### src/ptw_config.svh
/*
 * sizing macros for the Sv39 page-table walker
 * address widths, page number widths, level count, page offset
 */

`ifndef PTW_CONFIG_SVH
`define PTW_CONFIG_SVH

// Sv39 virtual address
`define PTW_VLEN 39
// physical address and page number
`define PTW_PLEN 56
`define PTW_PPNW 44
// address space id from satp
`define PTW_ASIDW 16
// three table levels, 4k pages
`define PTW_LEVELS 3
`define PTW_PGOFF 12

`endif

### src/ptw_pkg.sv
/*
 * types shared by the walker stages
 * PTE layout and union, level and verdict enums,
 * walk request, memory port and TLB update structs
 */

`include "ptw_config.svh"

package ptw_pkg;

    // Sv39 PTE, msb first
    typedef struct packed {
        logic [9:0]            reserved;
        logic [`PTW_PPNW-1:0]  ppn;
        logic [1:0]            rsw;
        logic                  d;
        logic                  a;
        logic                  g;
        logic                  u;
        logic                  x;
        logic                  w;
        logic                  r;
        logic                  v;
    } pte_fields_t;

    // raw word goes to the TLB, field view is checked
    typedef union packed {
        logic [63:0]  raw;
        pte_fields_t  fields;
    } pte_word_u;

    typedef enum logic [$clog2(`PTW_LEVELS)-1:0] {
        lvl_1g,
        lvl_2m,
        lvl_4k
    } ptw_lvl_e;

    typedef enum logic [1:0] {
        v_leaf,
        v_next,
        v_fault
    } pte_verdict_e;

    typedef struct packed {
        logic                   is_instr;
        logic                   is_store;
        logic [`PTW_VLEN-1:0]   vaddr;
        logic [`PTW_ASIDW-1:0]  asid;
        logic [`PTW_PLEN-1:0]   root_ptr;
    } walk_req_t;

    typedef struct packed {
        logic                  req;
        logic [`PTW_PLEN-1:0]  addr;
    } mem_req_t;

    typedef struct packed {
        logic         gnt;
        logic         rvalid;
        logic [63:0]  rdata;
    } mem_rsp_t;

    typedef struct packed {
        logic                             valid;
        logic                             is_instr;
        logic                             is_2m;
        logic                             is_1g;
        logic [`PTW_VLEN-`PTW_PGOFF-1:0]  vpn;
        logic [`PTW_ASIDW-1:0]            asid;
        logic [63:0]                      content;
    } tlb_update_t;

endpackage

### src/ptw_miss_select.sv
/*
 * miss selector
 * picks an ITLB or DTLB miss while the walker is free
 * and registers the root-table walk request
 */

`include "ptw_config.svh"

module ptw_miss_select import ptw_pkg::*; (
    input  logic                   clk_i,
    input  logic                   rst_ni,
    input  logic                   busy_i,
    input  logic                   en_instr_i,
    input  logic                   en_data_i,
    input  logic                   itlb_access_i,
    input  logic                   itlb_hit_i,
    input  logic                   dtlb_access_i,
    input  logic                   dtlb_hit_i,
    input  logic [`PTW_VLEN-1:0]   itlb_vaddr_i,
    input  logic [`PTW_VLEN-1:0]   dtlb_vaddr_i,
    input  logic                   lsu_is_store_i,
    input  logic [`PTW_ASIDW-1:0]  asid_i,
    input  logic [`PTW_PPNW-1:0]   satp_ppn_i,
    output logic                   start_o,
    output walk_req_t              walk_o,
    output logic                   itlb_miss_o,
    output logic                   dtlb_miss_o
);

    logic [`PTW_VLEN-1:0] sel_vaddr;

    // instruction side only goes when no data access is pending
    assign itlb_miss_o = en_instr_i & itlb_access_i & ~itlb_hit_i & ~dtlb_access_i & ~busy_i;
    assign dtlb_miss_o = en_data_i & dtlb_access_i & ~dtlb_hit_i & ~busy_i;

    assign sel_vaddr = itlb_miss_o ? itlb_vaddr_i : dtlb_vaddr_i;

    // start strobe follows the miss by one cycle
    always_ff @(posedge clk_i or negedge rst_ni) begin
        if (!rst_ni) begin
            start_o <= 1'b0;
        end else begin
            start_o <= itlb_miss_o | dtlb_miss_o;
        end
    end

    // request held stable until the next accepted miss
    always_ff @(posedge clk_i) begin
        if (itlb_miss_o || dtlb_miss_o) begin
            walk_o.is_instr <= itlb_miss_o;
            walk_o.is_store <= dtlb_miss_o & lsu_is_store_i;
            walk_o.vaddr    <= sel_vaddr;
            walk_o.asid     <= asid_i;
            // root table entry: satp ppn, vpn[2], 8 byte PTE
            walk_o.root_ptr <= {satp_ppn_i, sel_vaddr[`PTW_VLEN-1:`PTW_VLEN-9], 3'b000};
        end
    end

endmodule

### src/ptw_pte_check.sv
/*
 * PTE checker, combinational
 * classifies a PTE as leaf, pointer or fault for the current
 * level and access kind, forms the next-level table pointer
 */

`include "ptw_config.svh"

module ptw_pte_check import ptw_pkg::*; (
    input  pte_word_u             pte_i,
    input  ptw_lvl_e              lvl_i,
    input  logic                  is_instr_i,
    input  logic                  is_store_i,
    input  logic                  mxr_i,
    input  logic [`PTW_VLEN-1:0]  vaddr_i,
    output pte_verdict_e          verdict_o,
    output logic [`PTW_PLEN-1:0]  next_ptr_o
);

    // one vpn slice per level
    localparam int vpn_w = 9;

    pte_fields_t       pte;
    logic              bad_encoding;
    logic              is_pointer;
    logic              perm_ok;
    logic              misaligned;
    logic [vpn_w-1:0]  next_vpn;

    assign pte = pte_i.fields;

    // ------------------------------
    // encoding
    // ------------------------------
    // invalid, or writable without readable
    assign bad_encoding = !pte.v || (pte.w && !pte.r);
    // neither r nor x means next table
    assign is_pointer   = !pte.r && !pte.x;

    // ------------------------------
    // leaf permissions
    // ------------------------------
    always_comb begin
        if (is_instr_i) begin
            // fetch needs execute, accessed bit is managed by software
            perm_ok = pte.x && pte.a;
        end else begin
            // load: readable, or executable with mxr
            perm_ok = pte.a && (pte.r || (pte.x && mxr_i));
            // store also needs write and dirty
            if (is_store_i && (!pte.w || !pte.d)) begin
                perm_ok = 1'b0;
            end
        end
    end

    // superpage leaves must have clear low ppn bits
    always_comb begin
        case (lvl_i)
            lvl_1g:  misaligned = pte.ppn[2*vpn_w-1:0] != '0;
            lvl_2m:  misaligned = pte.ppn[vpn_w-1:0] != '0;
            default: misaligned = 1'b0;
        endcase
    end

    always_comb begin
        if (bad_encoding) begin
            verdict_o = v_fault;
        end else if (is_pointer) begin
            // no table below the 4k level
            verdict_o = (lvl_i == lvl_4k) ? v_fault : v_next;
        end else if (perm_ok && !misaligned) begin
            verdict_o = v_leaf;
        end else begin
            verdict_o = v_fault;
        end
    end

    // ------------------------------
    // next table pointer
    // ------------------------------
    // vpn[1] after the 1g level, vpn[0] after the 2m level
    assign next_vpn = (lvl_i == lvl_1g) ?
                      vaddr_i[`PTW_PGOFF+2*vpn_w-1:`PTW_PGOFF+vpn_w] :
                      vaddr_i[`PTW_PGOFF+vpn_w-1:`PTW_PGOFF];

    assign next_ptr_o = {pte.ppn, next_vpn, 3'b000};

endmodule

### src/ptw_walk_fsm.sv
/*
 * walk controller
 * state machine with level, pointer and global-bit registers,
 * memory read port, flush drain, TLB update and error outputs
 */

`include "ptw_config.svh"

module ptw_walk_fsm import ptw_pkg::*; (
    input  logic                   clk_i,
    input  logic                   rst_ni,
    input  logic                   flush_i,
    input  logic                   start_i,
    input  walk_req_t              walk_i,
    input  mem_rsp_t               mem_rsp_i,
    input  pte_verdict_e           verdict_i,
    input  logic [`PTW_PLEN-1:0]   next_ptr_i,
    output logic                   busy_o,
    output mem_req_t               mem_req_o,
    output pte_word_u              pte_o,
    output ptw_lvl_e               lvl_o,
    output logic                   is_instr_o,
    output logic                   is_store_o,
    output logic [`PTW_VLEN-1:0]   vaddr_o,
    output tlb_update_t            update_o,
    output logic                   error_o,
    output logic                   active_o
);

    typedef enum logic [2:0] {
        s_idle,
        s_wait_grant,
        s_pte_lookup,
        s_propagate_error,
        s_wait_rvalid
    } state_e;

    state_e                  state_q, state_d;
    ptw_lvl_e                lvl_q, lvl_d;
    logic [`PTW_PLEN-1:0]    ptr_q, ptr_d;
    logic [`PTW_VLEN-1:0]    vaddr_q, vaddr_d;
    logic [`PTW_ASIDW-1:0]   asid_q, asid_d;
    logic                    is_instr_q, is_instr_d;
    logic                    is_store_q, is_store_d;
    logic                    global_q, global_d;
    // input registers on the response
    logic                    rvalid_q;
    logic [63:0]             rdata_q;
    logic                    upd_valid;
    pte_word_u               content;

    assign pte_o      = rdata_q;
    assign lvl_o      = lvl_q;
    assign is_instr_o = is_instr_q;
    assign is_store_o = is_store_q;
    assign vaddr_o    = vaddr_q;

    // busy already in the start cycle so the same miss is not taken twice
    assign busy_o   = (state_q != s_idle) | start_i;
    assign active_o = state_q != s_idle;

    // ------------------------------
    // next state
    // ------------------------------
    always_comb begin
        state_d       = state_q;
        lvl_d         = lvl_q;
        ptr_d         = ptr_q;
        vaddr_d       = vaddr_q;
        asid_d        = asid_q;
        is_instr_d    = is_instr_q;
        is_store_d    = is_store_q;
        global_d      = global_q;
        mem_req_o.req  = 1'b0;
        mem_req_o.addr = ptr_q;
        upd_valid     = 1'b0;
        error_o       = 1'b0;

        case (state_q)
            s_idle: begin
                lvl_d    = lvl_1g;
                global_d = 1'b0;
                // root request goes out in the start cycle itself
                if (start_i && !flush_i) begin
                    vaddr_d        = walk_i.vaddr;
                    asid_d         = walk_i.asid;
                    is_instr_d     = walk_i.is_instr;
                    is_store_d     = walk_i.is_store;
                    ptr_d          = walk_i.root_ptr;
                    mem_req_o.req  = 1'b1;
                    mem_req_o.addr = walk_i.root_ptr;
                    state_d        = mem_rsp_i.gnt ? s_pte_lookup : s_wait_grant;
                end
            end
            s_wait_grant: begin
                mem_req_o.req = 1'b1;
                if (mem_rsp_i.gnt) begin
                    state_d = s_pte_lookup;
                end
            end
            s_pte_lookup: begin
                if (rvalid_q) begin
                    // g on any level makes the mapping global
                    global_d = global_q | pte_o.fields.g;
                    case (verdict_i)
                        v_leaf: begin
                            upd_valid = 1'b1;
                            state_d   = s_idle;
                        end
                        v_next: begin
                            lvl_d   = (lvl_q == lvl_1g) ? lvl_2m : lvl_4k;
                            ptr_d   = next_ptr_i;
                            state_d = s_wait_grant;
                        end
                        default: state_d = s_propagate_error;
                    endcase
                end
            end
            s_propagate_error: begin
                error_o = 1'b1;
                state_d = s_idle;
            end
            s_wait_rvalid: begin
                // drain the read that was granted before the flush
                if (rvalid_q) begin
                    state_d = s_idle;
                end
            end
            default: state_d = s_idle;
        endcase

        // ------------------------------
        // flush
        // ------------------------------
        if (flush_i) begin
            upd_valid = 1'b0;
            if (state_q == s_wait_grant) begin
                state_d = mem_rsp_i.gnt ? s_wait_rvalid : s_idle;
            end else if (state_q == s_pte_lookup) begin
                state_d = rvalid_q ? s_idle : s_wait_rvalid;
            end
        end
    end

    // leaf content with the accumulated global bit
    always_comb begin
        content          = pte_o;
        content.fields.g = pte_o.fields.g | global_q;
    end

    always_comb begin
        update_o.valid    = upd_valid;
        update_o.is_instr = is_instr_q;
        update_o.is_2m    = lvl_q == lvl_2m;
        update_o.is_1g    = lvl_q == lvl_1g;
        update_o.vpn      = vaddr_q[`PTW_VLEN-1:`PTW_PGOFF];
        update_o.asid     = asid_q;
        update_o.content  = content.raw;
    end

    always_ff @(posedge clk_i or negedge rst_ni) begin
        if (!rst_ni) begin
            state_q    <= s_idle;
            lvl_q      <= lvl_1g;
            global_q   <= 1'b0;
            is_instr_q <= 1'b0;
            is_store_q <= 1'b0;
            rvalid_q   <= 1'b0;
        end else begin
            state_q    <= state_d;
            lvl_q      <= lvl_d;
            global_q   <= global_d;
            is_instr_q <= is_instr_d;
            is_store_q <= is_store_d;
            rvalid_q   <= mem_rsp_i.rvalid;
        end
    end

    // walk payload and response data
    always_ff @(posedge clk_i) begin
        ptr_q   <= ptr_d;
        vaddr_q <= vaddr_d;
        asid_q  <= asid_d;
        rdata_q <= mem_rsp_i.rdata;
    end

endmodule

### src/ptw_top.sv
/*
 * Sv39 page-table walker top level
 * miss selector, walk controller and PTE checker
 */

`include "ptw_config.svh"

module ptw_top import ptw_pkg::*; (
    input  logic                   clk_i,
    input  logic                   rst_ni,
    input  logic                   flush_i,
    input  logic                   en_instr_i,
    input  logic                   en_data_i,
    input  logic                   itlb_access_i,
    input  logic                   itlb_hit_i,
    input  logic [`PTW_VLEN-1:0]   itlb_vaddr_i,
    input  logic                   dtlb_access_i,
    input  logic                   dtlb_hit_i,
    input  logic [`PTW_VLEN-1:0]   dtlb_vaddr_i,
    input  logic                   lsu_is_store_i,
    input  logic [`PTW_ASIDW-1:0]  asid_i,
    input  logic [`PTW_PPNW-1:0]   satp_ppn_i,
    input  logic                   mxr_i,
    output mem_req_t               mem_req_o,
    input  mem_rsp_t               mem_rsp_i,
    output tlb_update_t            update_o,
    output logic                   error_o,
    output logic                   active_o,
    output logic                   itlb_miss_o,
    output logic                   dtlb_miss_o
);

    // selector to controller
    logic                  busy;
    logic                  start;
    walk_req_t             walk;
    // controller to checker and back
    pte_word_u             pte;
    ptw_lvl_e              lvl;
    logic                  is_instr;
    logic                  is_store;
    logic [`PTW_VLEN-1:0]  vaddr;
    pte_verdict_e          verdict;
    logic [`PTW_PLEN-1:0]  next_ptr;

    ptw_miss_select u_miss_select (
        .clk_i          (clk_i),
        .rst_ni         (rst_ni),
        .busy_i         (busy),
        .en_instr_i     (en_instr_i),
        .en_data_i      (en_data_i),
        .itlb_access_i  (itlb_access_i),
        .itlb_hit_i     (itlb_hit_i),
        .dtlb_access_i  (dtlb_access_i),
        .dtlb_hit_i     (dtlb_hit_i),
        .itlb_vaddr_i   (itlb_vaddr_i),
        .dtlb_vaddr_i   (dtlb_vaddr_i),
        .lsu_is_store_i (lsu_is_store_i),
        .asid_i         (asid_i),
        .satp_ppn_i     (satp_ppn_i),
        .start_o        (start),
        .walk_o         (walk),
        .itlb_miss_o    (itlb_miss_o),
        .dtlb_miss_o    (dtlb_miss_o)
    );

    ptw_walk_fsm u_walk_fsm (
        .clk_i      (clk_i),
        .rst_ni     (rst_ni),
        .flush_i    (flush_i),
        .start_i    (start),
        .walk_i     (walk),
        .mem_rsp_i  (mem_rsp_i),
        .verdict_i  (verdict),
        .next_ptr_i (next_ptr),
        .busy_o     (busy),
        .mem_req_o  (mem_req_o),
        .pte_o      (pte),
        .lvl_o      (lvl),
        .is_instr_o (is_instr),
        .is_store_o (is_store),
        .vaddr_o    (vaddr),
        .update_o   (update_o),
        .error_o    (error_o),
        .active_o   (active_o)
    );

    ptw_pte_check u_pte_check (
        .pte_i      (pte),
        .lvl_i      (lvl),
        .is_instr_i (is_instr),
        .is_store_i (is_store),
        .mxr_i      (mxr_i),
        .vaddr_i    (vaddr),
        .verdict_o  (verdict),
        .next_ptr_o (next_ptr)
    );

endmodule

### config.mk
export PLATFORM = sky130hd
export DESIGN_NAME = ptw_top
export DESIGN_NICKNAME = d
export VERILOG_FILES = /design/src/ptw_pkg.sv /design/src/ptw_miss_select.sv /design/src/ptw_pte_check.sv /design/src/ptw_walk_fsm.sv /design/src/ptw_top.sv
export VERILOG_INCLUDE_DIRS = /design/src /design/src/src
export SDC_FILE = /design/constraint.sdc
export NUM_CORES = 1
export LEC_CHECK = 0
export ABC_AREA = 1
export BUFFER_PORTS_ARGS = -buffer_cell sky130_fd_sc_hd__buf_2
export CORE_MARGIN = 3
export CORE_UTILIZATION = 25
export DETAILED_ROUTE_END_ITERATION = 8
export PLACE_DENSITY_LB_ADDON = 0.2
export SLEW_MARGIN = 0
export SYNTH_ARGS = -nofsm -noshare
export SYNTH_HDL_FRONTEND = slang
export SYNTH_SLANG_ARGS = --single-unit
### constraint.sdc
create_clock -name clk_i -period 5.4 [get_ports clk_i]
set_input_delay 1.08 -clock clk_i [delete_from_list [all_inputs] [get_ports clk_i]]
set_output_delay 1.08 -clock clk_i [all_outputs]
set_load 0.01 [all_outputs]
Word-level counts from Yosys, hierarchy flattened
Index checks and enable logic that the tools add are counted.
{"block": "classes", "n_eq_ne": 10, "addsub": 0, "mux": 39, "reduce_logical": 30, "n_lt_le_gt_ge": 0, "shift": 0, "bitwise_logic": 15, "n_mul": 0, "div": 0}
{"operator": "56-bit 2-to-1 mux", "count": 4}
{"operator": "56-bit one-hot mux with 2 select lines", "count": 1}
{"operator": "57-bit 2-to-1 mux", "count": 1}
{"operator": "39-bit 2-to-1 mux", "count": 1}
{"operator": "3-bit 2-to-1 mux", "count": 9}
{"operator": "18-bit nonzero test", "count": 1}
{"operator": "2-bit 2-to-1 mux", "count": 8}
{"operator": "3-bit one-hot mux with 4 select lines", "count": 1}
{"operator": "9-bit 2-to-1 mux", "count": 1}
{"operator": "9-bit nonzero test", "count": 1}
{"operator": "1-bit AND", "count": 8}
{"operator": "1-bit logical AND", "count": 8}
{"operator": "1-bit 2-to-1 mux", "count": 8}
{"operator": "2-bit one-hot mux with 2 select lines", "count": 2}
{"operator": "1-bit zero test", "count": 7}
{"operator": "3-bit by 2-bit equality test with 1-bit output, second input constant", "count": 2}
{"operator": "1-bit one-hot mux with 2 select lines", "count": 3}
{"operator": "2-bit by 1-bit equality test with 1-bit output, second input constant", "count": 2}
{"operator": "2-bit zero test", "count": 2}
{"operator": "1-bit logical OR", "count": 4}
{"operator": "2-bit by 1-bit != test with 1-bit output, second input constant", "count": 2}
{"operator": "1-bit inverter", "count": 4}
{"operator": "2-bit AND reduction", "count": 2}
{"operator": "4-bit AND reduction", "count": 1}
{"operator": "other kinds (9)", "count": 11}
{"block": "word_totals", "mem_count": 0, "register_bits": 295, "out_inout_bits": 172, "mem_bits_ro": 0, "latch_bits": 0, "mem_bits_rw": 0}

Longest topological paths before layout
Gate-level depths: netlist of the first run.
{"block": "logic_depth", "word_depth": 16, "mapped_depth": 9, "depth_no_buf": 8}

Modules after synthesis
From an unflattened synthesis of the first run, not the netlist that was laid out.
{"block": "hier_totals", "cells_unflattened": 1013, "area_unflattened_um2": 11762.5}
{"module": "ptw_walk_fsm", "n_inst": 1, "cells_each": 652, "seq_area_each_um2": 4839.6, "area_each_um2": 7267.0}
{"module": "ptw_miss_select", "n_inst": 1, "cells_each": 260, "seq_area_each_um2": 3057.9, "area_each_um2": 3842.4}
{"module": "ptw_pte_check", "n_inst": 1, "cells_each": 101, "seq_area_each_um2": 0.0, "area_each_um2": 653.1}

Worst setup path after synthesis of the first run
Ideal clock, no wire load.
{"block": "synth_path", "kind": "input to register", "from": "input dtlb_hit_i", "to": "register u_miss_select.start_o", "t_arrival_ps": 5636, "slack_ps": -817, "stages": 2, "path_cell_list": "nand3b_1 -> a21oi_1"}
{"block": "synth_via", "elab_chain_cells": 4}
{"item": "from (decl)", "line": "ptw_top.sv:18", "rtl": "input logic dtlb_hit_i,"}
{"item": "1-bit inverter", "line": "ptw_miss_select.sv:34", "rtl": "assign dtlb_miss_o = en_data_i & dtlb_access_i & ~dtlb_hit_i & ~busy_i;"}
{"item": "1-bit AND (2 in series)", "line": "ptw_miss_select.sv:34"}
{"item": "1-bit bitwise OR", "line": "ptw_miss_select.sv:43", "rtl": "start_o <= itlb_miss_o | dtlb_miss_o;"}
{"item": "to (signal assigned)", "line": "ptw_miss_select.sv:43"}
{"item": "to (decl)", "line": "ptw_miss_select.sv:24", "rtl": "output logic start_o,"}
No other way between the ends.
A chain may end at the register's enable or synchronous reset.

==> metrics list, run 1 <==
- Across every metal layer, demand over resource in global routing totals 12.4%.
* Routed WL per cell: 15.9 um
- Max-cap violations in this run came to 0.
- Net count of the finished layout: 1,382
* Core ar.: 38,200 um^2
* Number of H-tree branching levels: 1
* Iteration count of the initial detailed-routing pass: 5
* Critical-path maximum fanout: 32
* Register area share after synthesis: 72.2%
* Horizontal extent of the die: 204 um
* Number of global-route vias before repair: 6,770
* Critical Path RT: 4.32 ns
* Post-DP HPWL: 18.7 mm
* Highest clock rate: 259 MHz
* Most frequent cells in the layout: sky130_fd_sc_hd__nand2_1, sky130_fd_sc_hd__buf_2, sky130_fd_sc_hd__edfxtp_1
* Path category of the worst min-delay check: in2async
- On the final layout, the worst hold slack is 0.352 ns.
- In the final layout, the share of cells above drive strength 1 is 35.6%.
- Remaining antenna violation count: 0
* Largest stage delay on the critical path: 0.53 ns
- Run status: finished clean
* Initial Util: 25.7%
- Final weighted congestion of routability-driven global placement: 0.726
- First-pass GRT wire length: 39.7 mm
* Yosys warns: 0
* RSZ-0062 raised after global routing: false
- Using the TritonRoute via totals, the vias-per-cell ratio works out to 3.96.
* Post-CTS resize count: 0
* Normalized max-slew margin: 29.6%
- After layout, the worst path uses 71.5% of the clock period.
- I/O pins: 387
- Static power due to leakage: 0.00569 uW
- Finish-stage setup viols: 0
- Crit path launch type: input pin
* Kind of critical path: in2out
- Clock Latency Late Sink: 0.58 ns
- The largest individual stage delay along the critical path comes from the cell sky130_fd_sc_hd__inv_2.
* Buffer type at the clock tree root: sky130_fd_sc_hd__clkbuf_16
- Summed negative setup slack over all endpoints: 0 ns
- Aggregate routed wire length: 27.1 mm
- The number of setup buffers added after CTS is 0.
- The cell family contributing the most delay on the critical path is buffers and inverters.
* Vias after detailed routing: 6,747
* Clock input transition at the sequential cells of the worst setup and hold paths: 0.06 ns
* Core Util, Final: 33.1%
- Remaining DRCs: 0
- Die Outline Area: 41,700 um^2
- Buffers added on ports: 359
* Global-route congestion overflow total: 0
* Setup crit end kind: output port
- Clock sink count: 259
- TritonCTS built the clock tree.
* Area growth, synth to finish: 28.9%
- Synthesis instantiated 29 different standard cells from the library.
* Number of max-slew violations in the final report: 0
* Buffering stage count on the worst path with inverters included: 5
- Synthesized flop and latch total: 259
- At the worst endpoint, the arrival time is 2.78 ns.
- The mapped netlist covers 9810 um^2.
- The die is 204 um tall.
- Power density relative to cell area: 442 nW/um^2
* Final Hold Violating Endpoints: 0
- Measured slew at the worst slew-check pin: 1.05 ns
- In the synthesized netlist, the number of instances is 863.
- Row count: 71
- For the final database, setup skew stands at 0.0282 ns.
* Worst-case clock buffer depth: 3
- Number of hold buffers added after CTS: 0
* Chain of cells forming the critical path: buf_2, nor2_1, inv_1, nor2_4, inv_2, buf_4, nand2_1, nand2_1, buf_2
* Final min period: 3.86 ns
* Initial antenna violation count: 2
* Initial DRC Count: 219
* Maximum VDD drop: 0.253 mV
- Each instance of the synthesized netlist takes up on average 11.4 um^2.
* Number of buffers inserted during clock tree synthesis: 30
* Maximum number of pins on one net before global-route repair: 99
* Commonest non-fill, non-tap cell in the layout: sky130_fd_sc_hd__nand2_1
-- state kept, by name, summed over array words and instances (netlist names), 2 cells and up --
| register | count |
|---|---|
| u_miss_select.walk_o | 89 |
| u_walk_fsm.pte_o | 64 |
| u_walk_fsm.ptr_q | 53 |
| u_walk_fsm.vaddr_o | 27 |
| u_walk_fsm.asid_q | 16 |
| u_walk_fsm.state_q | 3 |
| u_walk_fsm.lvl_o | 2 |
-- final cells by class --
cell class                      instances  area, um^2
Timing Repair Buffer                  368        1880
Clock inverter                         16         134
Sequential cell                       259        7090
Clock buffer                           40         830
Fill cell                            4025       25600
Tap cell                              511         639
Inverter                               35         131
Multi-Input combinational cell        473        1950
Antenna cell                            1        2.50
-- where the power goes --
group | switching (uW) | internal, uW | total [uW]
clock | 825 | 1130 | 1960
combinational | 757 | 348 | 1100
sequential | 89.5 | 2440 | 2530
-- path summary, 6_finish.rpt --
check / startpoint / end / slack (ns) / depth (start not counted)
setup / recovery: flush_i / mem_req_o[3] / 1.54 / 9
hold / removal: rst_ni / u_walk_fsm.state_q[2] / 0.35 / 1
setup reg to reg: u_walk_fsm.state_q[1] / u_walk_fsm.ptr_q[25] / 2.43 / 7
hold reg to reg: u_miss_select.walk_o[63] / u_walk_fsm.asid_q[7] / 0.42 / 0
max in group asynchronous: rst_ni / u_walk_fsm.lvl_o[1] / 4.83 / 1
min in group clk_i: u_miss_select.walk_o[63] / u_walk_fsm.asid_q[7] / 0.42 / 0
-- routing by layer --
metal	part of all wire [%]	track usage, %	vias up
li1	-	-	3367
met1	41	15.3	3089
met2	48	20.9	241
met3	9.0	4.28	46
met4	2.1	2.88	4
met5	0.11	0	-
-- cell usage after synthesis, drive strengths merged --
cell type,count,area (um^2)
nand2,387,1460
edfxtp,185,5560
buf,94,677
dfxtp,64,1280
inv,35,131
nand3,23,115
nor2,19,81.3
o21ai,16,83.8
dfrtp,10,250
o211ai,9,67.6
a21oi,8,40.0
clkbuf,4,15.0
a21boi,1,7.51
conb,1,3.75
nand3b,1,7.51
nor3,1,5.00
nor3b,1,7.51
nor4,1,6.26
o21bai,1,7.51
o22ai,1,6.26
or2,1,6.26
-- cell families after synthesis --
logic type	synth area share, %
buffers and inverters	8.39
AND/OR/NAND/NOR	17.2
AO/OA/AOI/OAI	2.17
other	0.0382
flip-flops	72.2
-- per-stage QoR --
stage	power (uW)	cell area, um^2	instances	setup WS, ns
6_report	5590	12600	1703	1.54
5_1_grt	5930	12600	1702	1.36
3_3_place_gp	3710	11700	1646	1.47
4_1_cts	5730	12600	1702	1.45
2_1_floorplan	3260	9820	865	0.258
3_5_place_dp	3730	11700	1646	1.45
No activity file was read; power rests on OpenSTA's default activity.
==> run 2, diff against run 1 <==
Clock period 5.4 ns to 4.05 ns, I/O delays scaled along.
==> run 2 against run 1 <==
Net effect:
- setup slack worse by 0.58 ns
- global-route usage up 0.072 points
- sequential share of layout area fell by 0.40 points
- core utilization increased by 0.24 points
- clock power up 39%
- critical path depth fell by 2
- first-iteration DRC count rose by 50%
- clock-buffer cell count is 6 higher
- register-to-register slack worse by 1.2 ns
==> metrics list, run 2 (synthesized netlist as in run 1, its figures left out) <==
- The number of gates resized after CTS was 0.
- In this run the deepest clock path goes through 3 buffers.
* Cell mode on critical path: sky130_fd_sc_hd__nand2_1
* Initial DRC Count: 329
- TritonCTS built the clock tree.
- Iteration count of the initial detailed-routing pass: 4
- Cell area after placement: 11,700 um^2
- Static timing analysis puts the maximum clock frequency at 324 MHz.
- In this run the register-to-register setup slack is 1.20 ns.
* Number of buffers inserted during clock tree synthesis: 31
- I/O pins: 387
* Number of cells after detailed placement: 1,650
- In the global route stage, overall resource usage came out at 12.5%.
* Final worst clock skew: 0.0126 ns
* Buffers added on ports: 359
- Final Hold Violating Endpoints: 0
- Row count: 71
* Buffering stage count on the worst path with inverters included: 2
* Clock sink count: 259
* Aggregate routed wire length: 27.4 mm
* Design area: 12,700 um^2
- Post-DP HPWL: 19.3 mm
- Global-route congestion overflow total: 0
- Measured slew at the worst slew-check pin: 0.846 ns
- Number of H-tree branching levels: 1
- Dividing the detail-routed wire length by the instance count gives 16.0 um.
* Run status: finished clean
- Summed negative setup slack over all endpoints: 0 ns
* Via/cell ratio: 3.94
- Largest stage delay on the critical path: 0.42 ns
- Area growth, synth to finish: 29.8%
- Net count of the finished layout: 1,387
* Fill cell total of the finished layout: 4,009
- Setup crit end kind: output port
* Power density relative to cell area: 597 nW/um^2
- Total power for the finished layout comes to 7600 uW.
* Number of max-slew violations in the final report: 0
- Core ar.: 38,200 um^2
- Setup violations remaining at the end of the flow were counted as 0.
* Normalized max-slew margin: 43.4%
- Final min period: 3.09 ns
- Die outline height: 204 um
- Delay-heaviest family, CP: simple AND/OR/NAND/NOR gates
- The root buffer cell chosen for the clock tree is sky130_fd_sc_hd__clkbuf_16.
* Core Util, Final: 33.3%
* Number of global-route vias before repair: 6,617
* Remaining DRCs: 0
- STA classifies the critical path startpoint as a flop.
- Remaining antenna violation count: 0
* Final Instance Count excl. Fillers: 1,709
* Path category of the worst min-delay check: in2async
- Clock Latency Late Sink: 0.57 ns
* Die Outline Area: 41,700 um^2
- Max stage delay cell, worst path: sky130_fd_sc_hd__dfrtp_1
- Setup repair after global routing left no endpoint under its margin.
- The worst-case IR drop observed on VDD is 0.327 mV.
- Vias after detailed routing: 6,738
* Number of cells on the worst reg-to-reg path: 6
* Maximum number of pins on one net before global-route repair: 76
- At the end of routability-driven placement, the weighted congestion stood at 0.718.
* Depth of the critical timing path with buffers and inverters included: 7
* Clock input transition at the sequential cells of the worst setup and hold paths: 0.06 ns
- Static power due to leakage: 0.00573 uW
- Initial antenna violation count: 3
* Number of hold buffers added after CTS: 0
- The first global-routing pass estimated 39.7 mm of wire.
* Kind of critical path: reg2out
- In the finished design, the share of the clock period the worst path needs comes to 76.2%.
- Chain of cells forming the critical path: nor2_2, nand2_2, nor2_4, buf_12, nand2_1, nand2_1, buf_2
* Flip-flop count of the largest register, all copies and words added: 89
- Register with the most flip-flops: u_miss_select.walk_o
- After clock tree synthesis, the setup repair step added 0 buffers.
- Horizontal extent of the die: 204 um
- In this run the worst path has a maximum fanout of 75.
* Commonest non-fill, non-tap cell in the layout: sky130_fd_sc_hd__nand2_1
- Data on the critical path is required at its endpoint by 3.24 ns.
- Across the run, the number of max-cap violations was 0.
* Most frequent cells in the layout: sky130_fd_sc_hd__nand2_1, sky130_fd_sc_hd__buf_2, sky130_fd_sc_hd__edfxtp_1
* Initial Util: 25.7%
- Fraction of layout instances using a drive strength above 1: 35.8%
- Data on the critical path arrives at its endpoint at 2.28 ns.
## run 2: cell types whose count changed in the layout (fill, tap and decap cells not counted), moves of 2 or more
cell,previous run,this run
sky130_fd_sc_hd__buf_12,1,3
sky130_fd_sc_hd__buf_4,8,10
sky130_fd_sc_hd__clkbuf_8,2,4
sky130_fd_sc_hd__clkinvlp_4,2,0
sky130_fd_sc_hd__clkbuf_1,7,11
sky130_fd_sc_hd__clkinv_1,5,2
## run 2: through the flow
stage	hold slack [ns]	worst slack (ns)
floorplan	0.400	0.340
global placement	0.401	1.07
detailed placement	0.405	1.04
CTS	0.0573	0.904
global route	0.0748	0.732
finish	0.0978	0.963
## run 2: cell type report
class                           count  area [um^2]  share of cell area [%]
Multi-Input combinational cell    473         1950                    15.3
Timing Repair Buffer              372         1930                    15.2
Tap cell                          511          639                    5.02
Sequential cell                   259         7090                    55.6
Inverter                           35          131                    1.03
Clock inverter                     11          125                   0.982
Antenna cell                        2         5.00                  0.0393
Clock buffer                       46          872                    6.85
## run 2: final timing paths
kind                                          start                endpoint
min reg2reg                u_miss_select.walk_o[85]  u_walk_fsm.vaddr_o[13]
max                           u_walk_fsm.state_q[1]            mem_req_o[5]
min in group clk_i                    mem_rsp_i[11]    u_walk_fsm.pte_o[11]
max in group asynchronous                    rst_ni     u_walk_fsm.lvl_o[1]
max reg2reg                   u_walk_fsm.state_q[2]    u_walk_fsm.ptr_q[32]
min                                          rst_ni     u_walk_fsm.lvl_o[0]
## run 2: routing by layer
metal  up-vias  routed length [um]  global-route usage (%)
met4         4                 632                    2.92
met1      3087               11600                    15.6
li1       3377                   -                       -
met3        41                2310                    4.28
met2       229               12800                    20.7
met5         -                  18                       0
## run 2: report_power, final
| part | total (uW) | internal [uW] | switching (uW) | leakage [uW] |
|---|---|---|---|---|
| Clock | 2720 | 1620 | 1100 | 0.000489 |
| Sequential | 3380 | 3260 | 120 | 0.00236 |
| Combinational | 1500 | 479 | 1030 | 0.00288 |
## run 2: worst register-to-register path, stage by stage (launching register included)
cell	delay, ns
sky130_fd_sc_hd__dfrtp_1	0.40
sky130_fd_sc_hd__inv_1	0.17
sky130_fd_sc_hd__nand3_4	0.37
sky130_fd_sc_hd__nor2_1	0.27
sky130_fd_sc_hd__inv_1	0.12
sky130_fd_sc_hd__o21ai_4	0.70
sky130_fd_sc_hd__buf_4	0.47
==> run 3, diff against run 2 <==
Clock period 4.05 ns to 3.2 ns, I/O delays scaled along.
==> run 3 against run 2 <==
Net effect:
- clock skew grew 0.010 ns
- setup slack lost 0.77 ns
- register-to-register slack lost 0.32 ns
- critical path type unchanged
- core utilization increased by 0.088 points
- power up 27%
- critical path depth did not move
==> metrics list, run 3 (synthesized netlist as in run 1, its figures left out) <==
- The floorplan step set the die width to 204 um.
- Footprint of the flip-flops and latches: 7090 um^2
- Internal reg-to-reg setup slack: 0.88 ns
- Buffers added on ports: 359
* Post-DP HPWL: 19.3 mm
- Row count: 71
* Maximum VDD drop: 0.423 mV
- Finish-stage setup viols: 0
- The filler cells instantiated in the layout total 3,975.
* Maximum number of pins on one net before global-route repair: 99
* Maximum capacitance violations: 0
- Critical-path maximum fanout: 98
- Die outline height: 204 um
- After detailed routing, the number of remaining DRC violations is 0.
* Static power due to leakage: 0.00576 uW
* Crit path launch type: flop
* Worst-case clock buffer depth: 3
- Smallest setup slack after layout: 0.198 ns
- The initial utilization of the core area, before any placement, comes to 25.7%.
- Number of global-route vias before repair: 6,899
- The number of cells on the worst reg-to-reg path is 6.
* Via/cell ratio: 3.95
- Final worst clock skew: 0.0230 ns
- The first detailed-routing pass took 4 iterations.
* Normalized max-slew margin: 48.9%
- Fraction of layout instances using a drive strength above 1: 36.4%
* Clock sink count: 259
- The number of max-slew violations in the final report was 0.
* Global-route congestion overflow total: 0
- CTS built an H-tree with a depth of 1.
* Summed negative setup slack over all endpoints: 0 ns
- Hold depth: 1
- In this run the critical register-to-register path is launched from u_walk_fsm.state_q[1].
- Based on the critical path, the design can be clocked at up to 333 MHz.
- Hold timing on the final database bottoms out at a slack of 0.167 ns.
* Aggregate routed wire length: 27.4 mm
- First-pass GRT wire length: 40.2 mm
- Final min period: 3.00 ns
- Core ar.: 38,200 um^2
* Beginning of the worst hold path: mem_rsp_i[51]
- Leaving out fill and tap cells, the most frequent cells in the layout are sky130_fd_sc_hd__nand2_1, sky130_fd_sc_hd__buf_2, sky130_fd_sc_hd__edfxtp_1.
- Buffer type at the clock tree root: sky130_fd_sc_hd__clkbuf_16
* Measured slew at the worst slew-check pin: 0.766 ns
- STA puts the critical path data required time at 2.56 ns.
- For the worst setup path, the data arrival time is 2.36 ns.
* Origin of the worst setup path: u_walk_fsm.state_q[1]
* Power density relative to cell area: 755 nW/um^2
- Flip-flop count of the largest register, all copies and words added: 89
* Run status: finished clean
* Register with the most flip-flops: u_miss_select.walk_o
- Area growth, synth to finish: 30.2%
- Final weighted congestion of routability-driven global placement: 0.728
- The tightest min-delay check is of the in2reg type.
- The die covers 41,700 um^2.
* Kind of critical path: reg2out
- Crit path to: mem_req_o[16]
* Routed WL per cell: 16.0 um
- At the end of the flow, the number of nets in the layout was 1,387.
- Clock-pin slew was measured on the worst setup and hold paths at 0.06 ns.
- Global routing used 12.5% of the available tracks.
- Worst slack after detailed placement: 0.352 ns
* Vias after detailed routing: 6,759
- The worst register-to-register path ends at u_miss_select.walk_o[11].
- Number of buffers inserted during clock tree synthesis: 30
* RSZ-0062 raised after global routing: false
* Initial antenna violation count: 3
- Final Hold Violating Endpoints: 0
- Final critical-path share of the clock period: 93.8%
- Clock Latency Late Sink: 0.57 ns
- Setup crit end kind: output port
- Initial DRC Count: 329
- Remaining antenna violation count: 0
- During I/O placement, the number of pins put on the boundary was 387.
- Clock tree from TritonCTS: built
- Area of the multi-input gates: 1950 um^2
* Post-CTS Repair Setup Buffers: 0
- Leaving out fill and tap cells, the most frequent cell in the layout is sky130_fd_sc_hd__nand2_1.
run 3: metrics by stage:
| stage | area [um^2] | utilization [%] | power, uW | cells |
|---|---|---|---|---|
| 2_1_floorplan | 9830 | - | 5500 | 865 |
| 5_1_grt | 12800 | 33.4 | 10200 | 1707 |
| 3_3_place_gp | 11700 | 30.7 | 6290 | 1650 |
| 3_5_place_dp | 11700 | 30.7 | 6310 | 1650 |
| 6_report | 12800 | 33.4 | 9640 | 1709 |
| 4_1_cts | 12800 | 33.4 | 9860 | 1707 |
run 3: cell type report:
cell class / count / share of cell area [%]
sequential: 259 / 55.5
multi-input combinational: 473 / 15.2
timing repair buffer: 373 / 15.1
clock buffer: 44 / 7.25
tap: 511 / 5.01
inverter: 35 / 1.05
clock inverter: 12 / 0.823
antenna: 2 / 0.0392
run 3: how the worst min path moves through the flow:
stage	end	slack, ns
floorplan	u_miss_select.start_o	0.34
global placement	u_walk_fsm.vaddr_o[13]	0.40
detailed placement	u_walk_fsm.asid_q[10]	0.40
CTS	u_walk_fsm.pte_o[47]	0.12
global route	u_walk_fsm.pte_o[47]	0.12
finish	u_walk_fsm.pte_o[51]	0.17
run 3: critical path: stages (launching register included):
cell and delay [ns]:
sky130_fd_sc_hd__dfrtp_1 0.43, sky130_fd_sc_hd__nor2_2 0.18, sky130_fd_sc_hd__nand2_2 0.12, sky130_fd_sc_hd__nor2_4 0.18, sky130_fd_sc_hd__buf_12 0.38, sky130_fd_sc_hd__nand2_1 0.10, sky130_fd_sc_hd__nand2_1 0.09, sky130_fd_sc_hd__buf_2 0.16
run 3: repair_timing:
action,CTS,global route
gates resized for setup,0,2
endpoints found under the setup margin,0,26
hold endpoints to repair,10,0
hold buffers,1,0
run 3: power by group:
| part | switching (uW) | leakage [uW] | internal (uW) | total [uW] |
|---|---|---|---|---|
| registers | 145 | 0.00236 | 4120 | 4270 |
| logic | 1300 | 0.00289 | 606 | 1910 |
| clock network | 1380 | 0.000511 | 2080 | 3470 |
run 3: per-layer routing:
layer	share of wire, %	wire length, um	vias up	global-route usage, %
met5	0.12	34	-	0
met4	2.5	697	4	3.29
met3	8.9	2440	43	4.48
met2	47	12700	232	20.7
met1	42	11400	3108	15.5
li1	-	-	3372	-
